[src/hdl/kbd_bus_pkg.sv]
// shared widths, line constants and state encodings for the keyboard unit line bus
package kbd_bus_pkg;

   // bus and line address, low 4 bits are the byte offset
   typedef logic [15:0]  addr_t;

   // one data beat on the bus
   typedef logic [31:0]  beat_t;

   // one 16-byte line, beat 0 sits in bits 31:0
   typedef logic [127:0] line_t;

   // byte count carried on the size lines
   typedef logic [11:0]  size_t;

   // every transfer moves a whole line
   localparam size_t LINE_BYTES = 12'd16;
   localparam size_t BEAT_BYTES = 12'd4;

   // controller FSM
   typedef enum logic [2:0] {
      IDLE,
      ST_BR,
      MSTR,
      ST_WR,
      SLV,
      ST_RD
   } ctrl_state_e;

   // memory FSM, idle gets its own name so it does not clash with the controller
   typedef enum logic [2:0] {
      MEM_IDLE,
      WR_BEATS,
      LAT_WAIT,
      RD_BR,
      RD_MSTR,
      RD_BEATS
   } slave_state_e;

endpackage

[src/hdl/bus_arbiter.sv]
// two-client bus arbiter with registered grant, also forms the shared bus from the owner
module bus_arbiter (
   input  logic               bus_clk,
   input  logic               rst_n,
   // client 0 is the controller, client 1 the memory
   input  logic               br_ctrl,
   input  logic               br_mem,
   output logic               bg_ctrl,
   output logic               bg_mem,
   input  kbd_bus_pkg::addr_t a_ctrl,
   input  kbd_bus_pkg::addr_t a_mem,
   input  kbd_bus_pkg::beat_t d_ctrl,
   input  kbd_bus_pkg::beat_t d_mem,
   input  kbd_bus_pkg::size_t size_ctrl,
   input  kbd_bus_pkg::size_t size_mem,
   input  logic               rw_ctrl,
   input  logic               rw_mem,
   // shared bus seen by both clients
   output kbd_bus_pkg::addr_t a,
   output kbd_bus_pkg::beat_t d,
   output kbd_bus_pkg::size_t size,
   output logic               rw
);

   logic hold_ctrl;
   logic hold_mem;

   // owner keeps the bus while its request stays up
   assign hold_ctrl = bg_ctrl && br_ctrl;
   assign hold_mem  = bg_mem && br_mem;

   always_ff @(posedge bus_clk or negedge rst_n) begin
      if (!rst_n) begin
         bg_ctrl <= 1'b0;
         bg_mem  <= 1'b0;
      end else if (hold_ctrl || hold_mem) begin
         bg_ctrl <= hold_ctrl;
         bg_mem  <= hold_mem;
      end else begin
         // bus is free, memory wins a tie so read returns always get through
         bg_mem  <= br_mem;
         bg_ctrl <= br_ctrl && !br_mem;
      end
   end

   // no owner drives zeros
   always_comb begin
      a    = '0;
      d    = '0;
      size = '0;
      rw   = 1'b0;
      if (bg_ctrl) begin
         a    = a_ctrl;
         d    = d_ctrl;
         size = size_ctrl;
         rw   = rw_ctrl;
      end else if (bg_mem) begin
         a    = a_mem;
         d    = d_mem;
         size = size_mem;
         rw   = rw_mem;
      end
   end

endmodule

[config.mk]
export PLATFORM = sky130hd
export DESIGN_NAME = bus_arbiter
export DESIGN_NICKNAME = d
export VERILOG_FILES = /design/src/hdl/kbd_bus_pkg.sv /design/src/hdl/bus_arbiter.sv
export SDC_FILE = /design/constraint.sdc
export NUM_CORES = 1
export LEC_CHECK = 0
export BUFFER_PORTS_ARGS = -buffer_cell sky130_fd_sc_hd__buf_4
export CAP_MARGIN = 20
export CORE_AREA = 2 2 74 76
export DETAILED_ROUTE_END_ITERATION = 6
export DIE_AREA = 0 0 76 78
export GPL_TIMING_DRIVEN = 0
export PLACE_DENSITY_LB_ADDON = 0.1
export SYNTH_ARGS = -nofsm -noshare
export SYNTH_HDL_FRONTEND = slang
export SYNTH_SLANG_ARGS = --single-unit
[constraint.sdc]
create_clock -name bus_clk -period 1.4 [get_ports bus_clk]
set_clock_uncertainty 0.2 [all_clocks]
set_input_delay 0.14 -clock bus_clk [delete_from_list [all_inputs] [get_ports bus_clk]]
set_output_delay 0.14 -clock bus_clk [all_outputs]
set_load 0.02 [all_outputs]
==> metrics, run 1 <==
status finished, violations left; failing checks negative setup slack; Placer Congestion 0.709; core region area 5040 um^2; H-tree levels 1; R2R setup slack 0.32 ns; Starting Density 15.9%; setup violators final 61; diodes inserted 0; top routing layer in use met4; Area contributors post-synth a22o_1 (66%), buf_12 (17%), dfrtp_1 (6.2%); fin cells 349; register bit total from synthesis 2; Clock Sink Count 2; CTS tree built; layout cells sized above 1 75.3%; Final Max Slew Viols 0; DRT met1 WL 1810 um; global route total overflow 0; RSZ-0062 raised after global routing true; Root Buffer clkbuf_8; metal2 WL 2750 um; die area 5930 um^2; multi-input logic area 574 um^2; worst path required time 1.06 ns; Mapped Nets 210; I/O pin cnt 189; largest net degree at the start of global routing 11; PwrDens 569 nW/um^2; hpwl dp 4070 um; WP data arrival 1.36 ns; P_leak 0.00139 uW; detailed-route DRC error count 0; setup tns final -16.43 ns; Yosys top cell by area a22o_1; fill count 504; per-cell routed wire length 14.7 um; Syn Inst Count 84; area grow syn2layout 228%; worst r2r path cells 3; critical path peak fanout 10; min cycle time layout 1.70 ns; Final Cell Area 2630 um^2; Reg2Reg Launch Point bg_ctrl; vias per inst 4.44; Startpoint Class register; initial antenna violation count 0; IO Port Bufs 188; most frequent cells in the layout buf_4 (135), buf_6 (61), a22o_1 (60); routed wire length 5110 um; commonest non-fill, non-tap cell in the layout buf_4; Inst Count DP 342; Yosys Warn Count 0; sequential-to-total area share from yosys stat 6.24%; die height 78 um; Post-Syn Area 802 um^2; Worst Setup SP bg_mem; fmax 588 MHz; die width 76 um; FF-to-FF End bg_ctrl; Yosys top cell area share 65.5%; Max Root-Sink Buffers 2; initial detailed-routing violation count 33; final setup margin -0.300 ns; max_cap viols 0; hold crit path type input port to asynchronous set/reset pin; total number of vias 1551; Register Area 52.6 um^2; Clk Latency, worst-skew pair 0.21 ns; clock edge transition at the registers on the reported setup and hold paths 0.03 ns; Synth cell types 11; vias in the first global route 1628; max_slew headroom 87.4%; Max IR drop VDD 0.000745 V; gr usage total 15.9%; Syn Area/Cell 9.55 um^2; Fin. Hold Viols 0; worst slew pin tran 0.188 ns; post-route core utilization 52.2%; Worst setup endpoint d[0]; # nets final 407; Rows 26; Period Utilization, post-route 121%; TritonCTS Buffers 3; Crit. End Element output pin; global-route wire length before repair 7720 um; Setup Crit Path Kind register to output pin; total chip power 1500 uW; Cell Area, Placed 2310 um^2; 1st-pass router iterations 4; met3 wire length 443 um; ANT nets after route 0
worst min path at each step:
stage	from	to	slack [ns]
final	rst_n	bg_mem	0.07
after floorplan	rst_n	bg_ctrl	-0.36
after CTS	rst_n	bg_ctrl	0.04
after detailed placement	rst_n	bg_mem	-0.28
after global placement	rst_n	bg_ctrl	-0.28
after global routing	rst_n	bg_ctrl	0.07
flip-flops by register name, summed over array words and instances, names as in the netlist:
register and flops:
bg_ctrl 1, bg_mem 1
area by class of cell:
cell class                      instances  share of cell area [%]
Timing Repair Buffer                  193                    64.4
Multi-Input combinational cell         67                    21.8
Buffer                                 13                    6.71
Tap cell                               70                    3.33
Sequential cell                         2                    2.00
Clock buffer                            3                    1.57
Inverter                                1                   0.143
layer usage:
metal | global-route usage (%) | vias to the layer above
li1 | - | 756
met1 | 17.0 | 680
met2 | 30.6 | 107
met3 | 3.60 | 8
met4 | 5.45 | 0
met5 | 0 | -
critical path: stages, from the launching register on:
cell	delay (ns)
dfrtp_2	0.39
nor2b_4	0.13
buf_12	0.14
buf_12	0.13
a22o_1	0.21
buf_6	0.14
power breakdown:
part           leakage (uW)  switching [uW]  total [uW]  internal, uW
Combinational       0.00135             491        1200           704
Sequential        0.0000221            3.80        66.7          62.9
Clock             0.0000216            52.1         235           182
Total               0.00139             547        1500           949
stage by stage:
stage               hold WS, ns  setup WS, ns
detailed placement       -0.276        -0.127
global route             0.0681        -0.326
finish                   0.0652        -0.300
global placement         -0.277        -0.119
CTS                      0.0404        -0.296
floorplan                -0.356       -0.0446
cells in the mapped netlist:
cell,n
a21boi_0,1
a22o_1,60
buf_12,7
buf_2,6
buf_4,1
dfrtp_1,2
inv_1,1
nand2_1,3
nor2b_4,1
o21a_1,1
o21ai_0,1
logic make-up (layout without fill, tap and decap cells):
kind of cell	count (synthesis)	after routing	share of synthesized area (%)
buf+inv	15	210	22.6
simple gates	4	4	3.12
compound gates	63	63	68.0
flops	2	2	6.24
repair_timing:
item,in CTS,in global routing
resized for setup,67,0
hold buffers,3,0
buffers inserted,2,0
cloned,0,0
hold endpoints to repair,4,0
pin swaps,0,0
endpoints found under the setup margin,61,61
(Power assumes the default switching activity.)
==> run 2: changes to the inputs <==
Settings changed: SETUP_SLACK_MARGIN from default to 0.15.
==> metrics, run 2 (synthesis gave the netlist of run 1 again) <==
max_cap viols 0 (unchanged); setup violators final 61 (unchanged); FF-to-FF End bg_ctrl; initial detailed-routing violation count 47 (+42%); per-cell routed wire length 14.7 um (+0.14%); status finished, violations left; metal2 WL 2760 um (+0.36%); total chip power 1500 uW (about the same); worst path required time 1.06 ns (about the same); DRT met1 WL 1800 um (-0.50%); WP data arrival 1.36 ns (about the same); Clock Sink Count 2 (unchanged); final setup margin -0.299 ns (+0.00105 ns); core region area 5040 um^2 (unchanged); die height 78 um (unchanged); layout cells sized above 1 75.3% (unchanged); R2R setup slack 0.33 ns (about the same); ANT nets after route 0 (unchanged); met3 wire length 448 um (+1.1%); dpl ws -0.127 ns (unchanged); hold crit path type input port to asynchronous set/reset pin; Placer Congestion 0.709 (unchanged); CTS tree built; Max IR drop VDD 0.000746 V (about the same); initial antenna violation count 0 (unchanged); 1st-pass router iterations 4 (unchanged); detailed-route DRC error count 0 (unchanged); fill count 504 (unchanged); Worst path max stage delay 0.39 ns (about the same); Starting Density 15.9% (unchanged); Rows 26 (unchanged); Cell Area, Placed 2310 um^2 (unchanged); Reg2Reg Launch Point bg_ctrl; Crit. End Element output pin; Max Root-Sink Buffers 2 (unchanged); area grow syn2layout 228% (unchanged); I/O pin cnt 189 (unchanged); RSZ-0062 raised after global routing true; Fin. Hold Viols 0 (unchanged); top routing layer in use met4; gr usage total 16.0% (+0.049 points); clock edge transition at the registers on the reported setup and hold paths 0.03 ns (about the same); Slowest cell on crit path dfrtp_2; post-route core utilization 52.2% (unchanged); biggest regs bg_ctrl: 1 flops, bg_mem: 1 flops; die width 76 um (unchanged); Critical Path, Cell by Cell nor2b_4, buf_12, buf_12, a22o_1, buf_6; Startpoint Class register; worst r2r path cells 3 (unchanged); TritonCTS Buffers 3 (unchanged); IO Port Bufs 188 (unchanged); CP dominant cell by count buf_12; Clk Latency, worst-skew pair 0.21 ns (about the same); Final Max Slew Viols 0 (unchanged); worst slew pin tran 0.188 ns (unchanged); setup tns final -16.40 ns (+0.0317 ns); global-route wire length before repair 7750 um (+0.35%); hpwl dp 4070 um (unchanged); critical path peak fanout 10 (unchanged); total number of vias 1547 (-0.26%); Root Buffer clkbuf_8; Final Cell Area 2630 um^2 (unchanged); Setup Crit Path Kind register to output pin; largest net degree at the start of global routing 11 (unchanged); max_slew headroom 87.4% (unchanged); fmax 588 MHz (about the same); vias in the first global route 1633 (+0.31%); P_leak 0.00139 uW (about the same); commonest non-fill, non-tap cell in the layout buf_4; die area 5930 um^2 (unchanged); global route total overflow 0 (unchanged); # nets final 407 (unchanged); routed wire length 5120 um (+0.14%); most frequent cells in the layout buf_4 (135), buf_6 (61), a22o_1 (60); PwrDens 569 nW/um^2 (about the same); diodes inserted 0 (unchanged); min cycle time layout 1.70 ns (-0.00105 ns); failing checks negative setup slack; H-tree levels 1 (unchanged); Period Utilization, post-route 121% (about the same); vias per inst 4.43 (-0.26%)
run 2: cell counts in the layout (fill, tap and decap cells not counted):
Identical to the previous run, type by type.
run 2: report_power, final:
group	switching, uW	total (uW)	internal, uW	leakage [uW]
combinational	491	1190	704	0.00135
sequential	3.80	66.7	62.9	0.0000221
clock	52.2	235	182	0.0000216
run 2: per-layer routing:
metal  vias up  track usage (%)
met5         -                0
met4         0             5.45
met3         8             3.60
met2       105             30.6
met1       678             17.1
li1        756                -
run 2: repair_timing:
item                       4_1_cts  5_1_grt
setup buffers                    1        0
pin swaps                        0        2
setup endpoints to repair       61       61
cloned                           0        0
resized for setup               67        0
hold endpoints to repair         4        0
hold buffers                     3        0
run 2: through the flow:
stage,std cells,hold slack (ns)
final,349,0.0651
after detailed placement,342,-0.276
after global routing,349,0.0681
after CTS,349,0.0404
after global placement,342,-0.277
after floorplan,84,-0.356
run 2: layout make-up:
| class | count | area, um^2 | area share, % |
|---|---|---|---|
| clock buffer | 3 | 41.3 | 1.57 |
| timing repair buffer | 192 | 1670 | 63.7 |
| buffer | 14 | 196 | 7.47 |
| tap | 70 | 87.6 | 3.33 |
| sequential | 2 | 52.6 | 2.00 |
| inverter | 1 | 3.75 | 0.143 |
| multi-input combinational | 67 | 574 | 21.8 |
run 2: how the worst max path moves through the flow:
stage | from | slack [ns] | cells after the start | endpoint
finish | bg_mem | -0.30 | 5 | d[0]
global route | bg_ctrl | -0.34 | 5 | d[2]
CTS | bg_mem | -0.30 | 5 | d[0]
detailed placement | bg_ctrl | -0.13 | 4 | d[0]
global placement | bg_ctrl | -0.12 | 4 | d[20]
floorplan | bg_mem | -0.04 | 4 | a[0]
run 2: worst max-delay path, delay by kind of cell, from the launching register on:
kind | cells | cell delay (ns)
and+or+nand+nor | 1 | 0.13
AOI/OAI and AO/OA | 1 | 0.21
buffers and inverters | 3 | 0.41
DFF | 1 | 0.39
