===== config.mk =====
export PLATFORM = sky130hd
export DESIGN_NAME = kbd_bus_controller
export DESIGN_NICKNAME = d
export VERILOG_FILES = /design/src/hdl/kbd_bus_pkg.sv /design/src/hdl/kbd_bus_controller.sv
export SDC_FILE = /design/constraint.sdc
export NUM_CORES = 1
export LEC_CHECK = 0
export BUFFER_PORTS_ARGS = -buffer_cell sky130_fd_sc_hd__buf_2
export CAP_MARGIN = 25
export CORE_AREA = 2 2 146 148
export DETAILED_ROUTE_END_ITERATION = 16
export DIE_AREA = 0 0 148 150
export GPL_ROUTABILITY_DRIVEN = 0
export PLACE_DENSITY = 0.69
export SLEW_MARGIN = 20
export SYNTH_ARGS = -nofsm -noshare
export SYNTH_HDL_FRONTEND = slang
export SYNTH_SLANG_ARGS = --single-unit

===== constraint.sdc =====
create_clock -name bus_clk -period 3.6 [get_ports bus_clk]
set_input_delay 0.72 -clock bus_clk [delete_from_list [all_inputs] [get_ports bus_clk]]
set_output_delay 0.72 -clock bus_clk [all_outputs]
set_load 0.03 [all_outputs]

===== src/hdl/kbd_bus_pkg.sv =====
// shared widths, line constants and state encodings for the keyboard unit line bus
package kbd_bus_pkg;

   // bus and line address, low 4 bits are the byte offset
   typedef logic [15:0]  addr_t;

   // one data beat on the bus
   typedef logic [31:0]  beat_t;

   // one 16-byte line, beat 0 sits in bits 31:0
   typedef logic [127:0] line_t;

   // byte count carried on the size lines
   typedef logic [11:0]  size_t;

   // every transfer moves a whole line
   localparam size_t LINE_BYTES = 12'd16;
   localparam size_t BEAT_BYTES = 12'd4;

   // controller FSM
   typedef enum logic [2:0] {
      IDLE,
      ST_BR,
      MSTR,
      ST_WR,
      SLV,
      ST_RD
   } ctrl_state_e;

   // memory FSM, idle gets its own name so it does not clash with the controller
   typedef enum logic [2:0] {
      MEM_IDLE,
      WR_BEATS,
      LAT_WAIT,
      RD_BR,
      RD_MSTR,
      RD_BEATS
   } slave_state_e;

endpackage


===== src/hdl/kbd_bus_controller.sv =====
// keyboard unit bus controller, turns work unit line requests into bus transactions
module kbd_bus_controller (
   input  logic               bus_clk,
   input  logic               rst_n,
   // arbiter handshake
   output logic               br,
   input  logic               bg,
   // direct wires to and from the memory
   output logic               ack_out,
   input  logic               ack_in,
   output logic               dest_out,
   input  logic               dest_in,
   // outputs go through the arbiter mux, d_in is the shared data bus
   output kbd_bus_pkg::addr_t a_out,
   output kbd_bus_pkg::beat_t d_out,
   input  kbd_bus_pkg::beat_t d_in,
   output kbd_bus_pkg::size_t size_out,
   output logic               rw_out,
   // work unit side
   input  logic               mod_en,
   input  logic               mod_wr,
   input  kbd_bus_pkg::addr_t mod_a,
   input  kbd_bus_pkg::line_t mod_write_data,
   output kbd_bus_pkg::line_t mod_read_data,
   output logic               mod_r
);

   kbd_bus_pkg::ctrl_state_e state_q;
   kbd_bus_pkg::ctrl_state_e state_d;
   kbd_bus_pkg::size_t       size_q;
   kbd_bus_pkg::size_t       size_nxt;
   kbd_bus_pkg::line_t       rd_line_q;
   logic [1:0]               slot;
   logic                     req_mask_q;
   logic                     masked_en;
   logic                     start;
   logic                     beat_en;
   logic                     done;
   logic                     ready_q;

   // held mod_en only counts once per request
   assign masked_en = mod_en && !req_mask_q;
   assign start     = (state_q == kbd_bus_pkg::IDLE) && masked_en;

   // size counter steps down one beat per data cycle
   assign beat_en  = (state_q == kbd_bus_pkg::ST_WR) || (state_q == kbd_bus_pkg::ST_RD);
   assign size_nxt = size_q - kbd_bus_pkg::BEAT_BYTES;
   // as size goes down the slot goes up, 12 -> beat 0 ... 0 -> beat 3
   assign slot     = ~size_nxt[3:2];
   assign done     = beat_en && (size_nxt == '0);

   always_comb begin
      state_d = state_q;
      case (state_q)
         kbd_bus_pkg::IDLE: begin
            if (masked_en) begin
               state_d = kbd_bus_pkg::ST_BR;
            end
         end
         kbd_bus_pkg::ST_BR: begin
            if (bg) begin
               state_d = kbd_bus_pkg::MSTR;
            end
         end
         // hold the address phase until the memory takes it
         kbd_bus_pkg::MSTR: begin
            if (ack_in) begin
               state_d = mod_wr ? kbd_bus_pkg::ST_WR : kbd_bus_pkg::SLV;
            end
         end
         kbd_bus_pkg::SLV: begin
            if (dest_in) begin
               state_d = kbd_bus_pkg::ST_RD;
            end
         end
         kbd_bus_pkg::ST_WR,
         kbd_bus_pkg::ST_RD: begin
            if (done) begin
               state_d = kbd_bus_pkg::IDLE;
            end
         end
         default: state_d = kbd_bus_pkg::IDLE;
      endcase
   end

   always_ff @(posedge bus_clk or negedge rst_n) begin
      if (!rst_n) begin
         state_q    <= kbd_bus_pkg::IDLE;
         size_q     <= kbd_bus_pkg::LINE_BYTES;
         req_mask_q <= 1'b0;
         ready_q    <= 1'b0;
      end else begin
         state_q <= state_d;
         // reload to a full line whenever no beats are moving
         size_q  <= beat_en ? size_nxt : kbd_bus_pkg::LINE_BYTES;
         // mask is set on start and only cleared by a low mod_en
         if (start) begin
            req_mask_q <= 1'b1;
         end else if (!mod_en) begin
            req_mask_q <= 1'b0;
         end
         ready_q <= done;
      end
   end

   // read line buffer, one slot per returned beat
   always_ff @(posedge bus_clk) begin
      if (state_q == kbd_bus_pkg::ST_RD) begin
         rd_line_q[{slot, 5'b0} +: 32] <= d_in;
      end
   end

   assign mod_read_data = rd_line_q;
   assign mod_r         = ready_q;

   // bus request covers arbitration, address phase and write beats
   assign br       = (state_q == kbd_bus_pkg::ST_BR) || (state_q == kbd_bus_pkg::MSTR) ||
                     (state_q == kbd_bus_pkg::ST_WR);
   // destination line always points at memory
   assign dest_out = (state_q == kbd_bus_pkg::MSTR);
   // answer memory on the first cycle it addresses us
   assign ack_out  = (state_q == kbd_bus_pkg::SLV) && dest_in;

   assign a_out    = dest_out ? mod_a : '0;
   assign size_out = dest_out ? kbd_bus_pkg::LINE_BYTES : '0;
   assign rw_out   = dest_out && mod_wr;
   assign d_out    = (state_q == kbd_bus_pkg::ST_WR) ? mod_write_data[{slot, 5'b0} +: 32] : '0;

endmodule


==> report_table.html <==
<table>
<tr><th>Metric</th><th>Value</th></tr>
<tr><th colspan="2">Placement</th></tr>
<tr><td>Total half-perimeter wirelength after legalization and detailed placement</td><td>about 19 mm</td></tr>
<tr><td>Worst Setup Slack post-DPL</td><td>~0.72 ns</td></tr>
<tr><td>IO buf count</td><td>around 360</td></tr>
<tr><td>Post-placement cell count</td><td>~1100</td></tr>
<tr><th colspan="2">Timing</th></tr>
<tr><td>Worst clock skew</td><td>about 0.012 ns</td></tr>
<tr><td>Setup TNS</td><td>0 ns</td></tr>
<tr><td>Slew at the pin with the worst max-slew slack</td><td>0.9330 ns</td></tr>
<tr><td>Final min period</td><td>roughly 3.3 ns</td></tr>
<tr><td>F_max</td><td>301.9 MHz</td></tr>
<tr><td>Setup WS post-layout</td><td>between 0.2 and 0.3 ns</td></tr>
<tr><td>Ratio of final minimum period to clock period</td><td>roughly 92%</td></tr>
<tr><td>RSZ-0062 raised after global routing</td><td>no</td></tr>
<tr><td>Final-report hold violation count</td><td>0</td></tr>
<tr><td>Setup violations, final</td><td>0</td></tr>
<tr><td>Final max-slew violation count</td><td>0</td></tr>
<tr><td>Headroom to the max-slew limit</td><td>about 38%</td></tr>
<tr><th colspan="2">Layout</th></tr>
<tr><td>Finished Layout Cells</td><td>around 1200</td></tr>
<tr><td>Number of filler cells placed in the layout</td><td>~1900</td></tr>
<tr><td>Layout cells sized above 1</td><td>between 50 and 60%</td></tr>
<tr><td>Synth-to-Final Area Change</td><td>39.00%</td></tr>
<tr><td>Core Util, Final</td><td>approximately 46%</td></tr>
<tr><td>Post-layout nets</td><td>about 1100</td></tr>
<tr><th colspan="2">Global routing</th></tr>
<tr><td>Maximum number of pins on one net before global-route repair</td><td>between 40 and 50</td></tr>
<tr><td>First-pass GRT wire length</td><td>between 30 and 40 mm</td></tr>
<tr><td>Via count of the first global-routing pass</td><td>5541</td></tr>
<tr><td>Initial antenna violation count</td><td>6</td></tr>
<tr><td>Global-route congestion overflow total</td><td>0</td></tr>
<tr><td>Total Routing Usage GR</td><td>22.58%</td></tr>
<tr><th colspan="2">Clock network</th></tr>
<tr><td>Buffers inserted during post-CTS setup optimization</td><td>0</td></tr>
<tr><td>H-Tree Depth</td><td>4</td></tr>
<tr><td>Total number of clock tree sinks</td><td>about 140</td></tr>
<tr><td>TritonCTS clock tree</td><td>done</td></tr>
<tr><td>Num CTS Buffers</td><td>17</td></tr>
<tr><td>Clock latency reported for the late side of the worst-skew pair</td><td>around 0.42 ns</td></tr>
<tr><td>Clock buffer depth</td><td>2</td></tr>
<tr><td>CTS Root Buffer Type</td><td>clkbuf_16</td></tr>
<tr><td>Cts repair resizes</td><td>0</td></tr>
<tr><td>Hold-fix buffers at CTS</td><td>0</td></tr>
<tr><td>Clk pin slew, worst setup/hold paths</td><td>roughly 0.06 ns</td></tr>
<tr><th colspan="2">Critical path</th></tr>
<tr><td>Worst-path maximum fanout</td><td>34</td></tr>
<tr><td>Category of the worst setup path launch point</td><td>flop</td></tr>
<tr><td>Nature of the critical path endpoint</td><td>output port</td></tr>
<tr><td>Data arrival time of the worst path</td><td>~2.6 ns</td></tr>
<tr><td>Path type of the worst setup path</td><td>reg2out</td></tr>
<tr><td>Required time of the critical path</td><td>between 2 and 3 ns</td></tr>
<tr><th colspan="2">Power and ir drop</th></tr>
<tr><td>Cell internal power dissipation</td><td>0.003902 W</td></tr>
<tr><td>Power density over the cells</td><td>roughly 650 mW/mm^2</td></tr>
<tr><td>Combinational fraction of design power</td><td>between 30 and 40%</td></tr>
<tr><td>Share of total power in sequential cells</td><td>33.2%</td></tr>
<tr><td>IR Drop Worst-Case VDD</td><td>between 0.4 and 0.5 mV</td></tr>
<tr><td>Switching power summed over all nets</td><td>between 0.002 and 0.0025 W</td></tr>
<tr><td>Relative contribution of the clock network to total power</td><td>between 30% and 40%</td></tr>
<tr><td>Net switching fraction of the power</td><td>36.73%</td></tr>
<tr><td>Static leakage</td><td>approximately 4 nW</td></tr>
<tr><th colspan="2">Routing</th></tr>
<tr><td>Detail-routed net length per standard cell</td><td>around 22 microns</td></tr>
<tr><td>ANT nets after route</td><td>0</td></tr>
<tr><td>Vias after detailed routing</td><td>about 5600</td></tr>
<tr><td>DRC violation total after the first TritonRoute iteration</td><td>265</td></tr>
<tr><td>Routed WL</td><td>roughly 25 mm</td></tr>
<tr><td>Routed via count divided by cell count</td><td>roughly 4.8</td></tr>
<tr><td>Detailed-router iteration count before antenna repair</td><td>4</td></tr>
<tr><td>Drt drc</td><td>0</td></tr>
<tr><th colspan="2">Synth</th></tr>
<tr><td>Share of the synthesized area in the top cell type</td><td>between 50% and 60%</td></tr>
<tr><td>Top post-synthesis cells by area</td><td>edfxtp_1 56%, mux4_2 11%, nor2_1 6.2%</td></tr>
<tr><td>Synthesis-stage register bit count</td><td>roughly 140</td></tr>
<tr><td>Number of enable flip-flop cells after synthesis</td><td>between 100 and 150</td></tr>
<tr><td>Post-synthesis sequential area ratio</td><td>61.99%</td></tr>
<tr><td>Most frequently used cell type in the post-synthesis netlist</td><td>edfxtp_1</td></tr>
<tr><td>Most used standard cells in the synthesized netlist</td><td>128 x edfxtp_1, 113 x nor2_1, 49 x and2_1</td></tr>
<tr><td>Yosys warns</td><td>0</td></tr>
<tr><td>Most frequently used flop master after synthesis</td><td>edfxtp_1</td></tr>
<tr><td>Library cells used by synthesis</td><td>39</td></tr>
<tr><td>Synth Cell Area</td><td>a little under 0.007 sq mm</td></tr>
<tr><td>Syn Area/Cell</td><td>13.32 sq um</td></tr>
<tr><td>Share of async-settable or async-resettable flops after synthesis</td><td>10.49%</td></tr>
<tr><td>Cell type with the largest total area after synthesis</td><td>edfxtp_1</td></tr>
<tr><td>Post-synthesis instance total</td><td>511</td></tr>
<tr><th colspan="2">Floorplan</th></tr>
<tr><td>Starting density of the core</td><td>32.90%</td></tr>
<tr><td>Die Span Y</td><td>approximately 150 microns</td></tr>
<tr><td>Total core area</td><td>between 0.02 and 0.025 sq mm</td></tr>
<tr><td>Floorplan die width</td><td>between 100 and 150 microns</td></tr>
<tr><td>Area of the die</td><td>0.02220 sq mm</td></tr>
<tr><td>IO Pins</td><td>~380</td></tr>
<tr><td>Cell Rows</td><td>53</td></tr>
<tr><th colspan="2">Run</th></tr>
<tr><td>Max-cap viol count</td><td>0</td></tr>
<tr><th colspan="2">Status</th></tr>
<tr><td>Status</td><td>completed</td></tr>
<tr><th colspan="2">Hold path</th></tr>
<tr><td>Hold WC Path Type</td><td>in2async</td></tr>
</table>
[critical path, stage by stage (launching register included)]
cell and delay [ns]:
dfrtp_1 0.42, inv_1 0.11, ha_2 0.84, mux4_2 0.41, and3_1 0.20, buf_2 0.18
[flip-flops by register name (all words and copies together), names as in the netlist]
register,flops
size_q,10
mod_r,1
state_q,3
mod_read_data,128
req_mask_q,1
[power by group through the flow]
stage | clock network (W) | logic (W) | registers, W
after floorplan | 0 | 0.00159 | 0.00214
after global placement | 0 | 0.00227 | 0.00208
after detailed placement | 0 | 0.00227 | 0.00208
after CTS | 0.00190 | 0.00228 | 0.00205
after global routing | 0.00196 | 0.00244 | 0.00206
final | 0.00186 | 0.00225 | 0.00205
[per-layer routing]
layer / global-route usage (%) / wire [microns] / share of wire (%)
met3: 5.122 / 1870 / 7.4
met1: 27.24 / 9668 / 39
met5: 0 / 27 / 0.11
met4: 7.095 / 493 / 2.0
met2: 40.19 / 13050 / 52
[area by class of cell]
| class | count | area (sq um) | share of cell area (%) |
|---|---|---|---|
| sequential | 143 | 4222 | 44.61 |
| timing repair buffer | 373 | 1889 | 19.97 |
| clock inverter | 15 | 197.7 | 2.089 |
| tap | 275 | 344.1 | 3.636 |
| inverter | 3 | 11.26 | 0.1190 |
| clock buffer | 17 | 425.4 | 4.496 |
| multi-input combinational | 327 | 2361 | 24.95 |
| antenna | 5 | 12.51 | 0.1322 |
[metrics by stage]
stage | cell area, sq um | hold slack, ns | power (W)
3_5_place_dp | 8827 | 0.4883 | 0.004354
3_3_place_gp | 8827 | 0.4815 | 0.004348
4_1_cts | 9450 | 0.1827 | 0.006227
2_1_floorplan | 6845 | 0.4244 | 0.003723
5_1_grt | 9460 | 0.2090 | 0.006456
6_report | 9463 | 0.1969 | 0.006167
[kinds of logic after synthesis]
logic type | synth area share (%)
adder cells (fa/ha/maj) | 0.9189
multiplexers | 10.59
AND/OR/NAND/NOR | 20.03
flip-flops | 61.99
AO/OA/AOI/OAI | 1.305
other | 0.05508
buffers and inverters | 4.080
XOR/XNOR | 1.029
[worst paths after layout]
path / cells after the start / end / startpoint / slack, ns
max in group asynchronous: 1 / size_q[4] / rst_n / 3.10
min in group bus_clk: 1 / req_mask_q / req_mask_q / 0.50
setup reg to reg: 6 / mod_read_data[37] / size_q[3] / 1.05
hold reg to reg: 1 / req_mask_q / req_mask_q / 0.50
setup / recovery: 5 / d_out[19] / size_q[3] / 0.29
hold / removal: 1 / size_q[6] / rst_n / 0.20
[layout by cell type (no fill, tap or decap), drive strengths merged, types with 2 or more instances in the layout]
cell type	count
bufinv	3
xnor2	6
nor2	114
nand2b	35
clkbuf	17
nor4	3
nor3b	6
a211oi	2
diode	5
conb	11
edfxtp	128
xor2	2
buf	373
inv	12
nand2	6
dfrtp	14
a21oi	4
clkinv	2
and3	36
mux4	32
ha	5
and2	49
nor3	3
(Power assumes the default switching activity.)
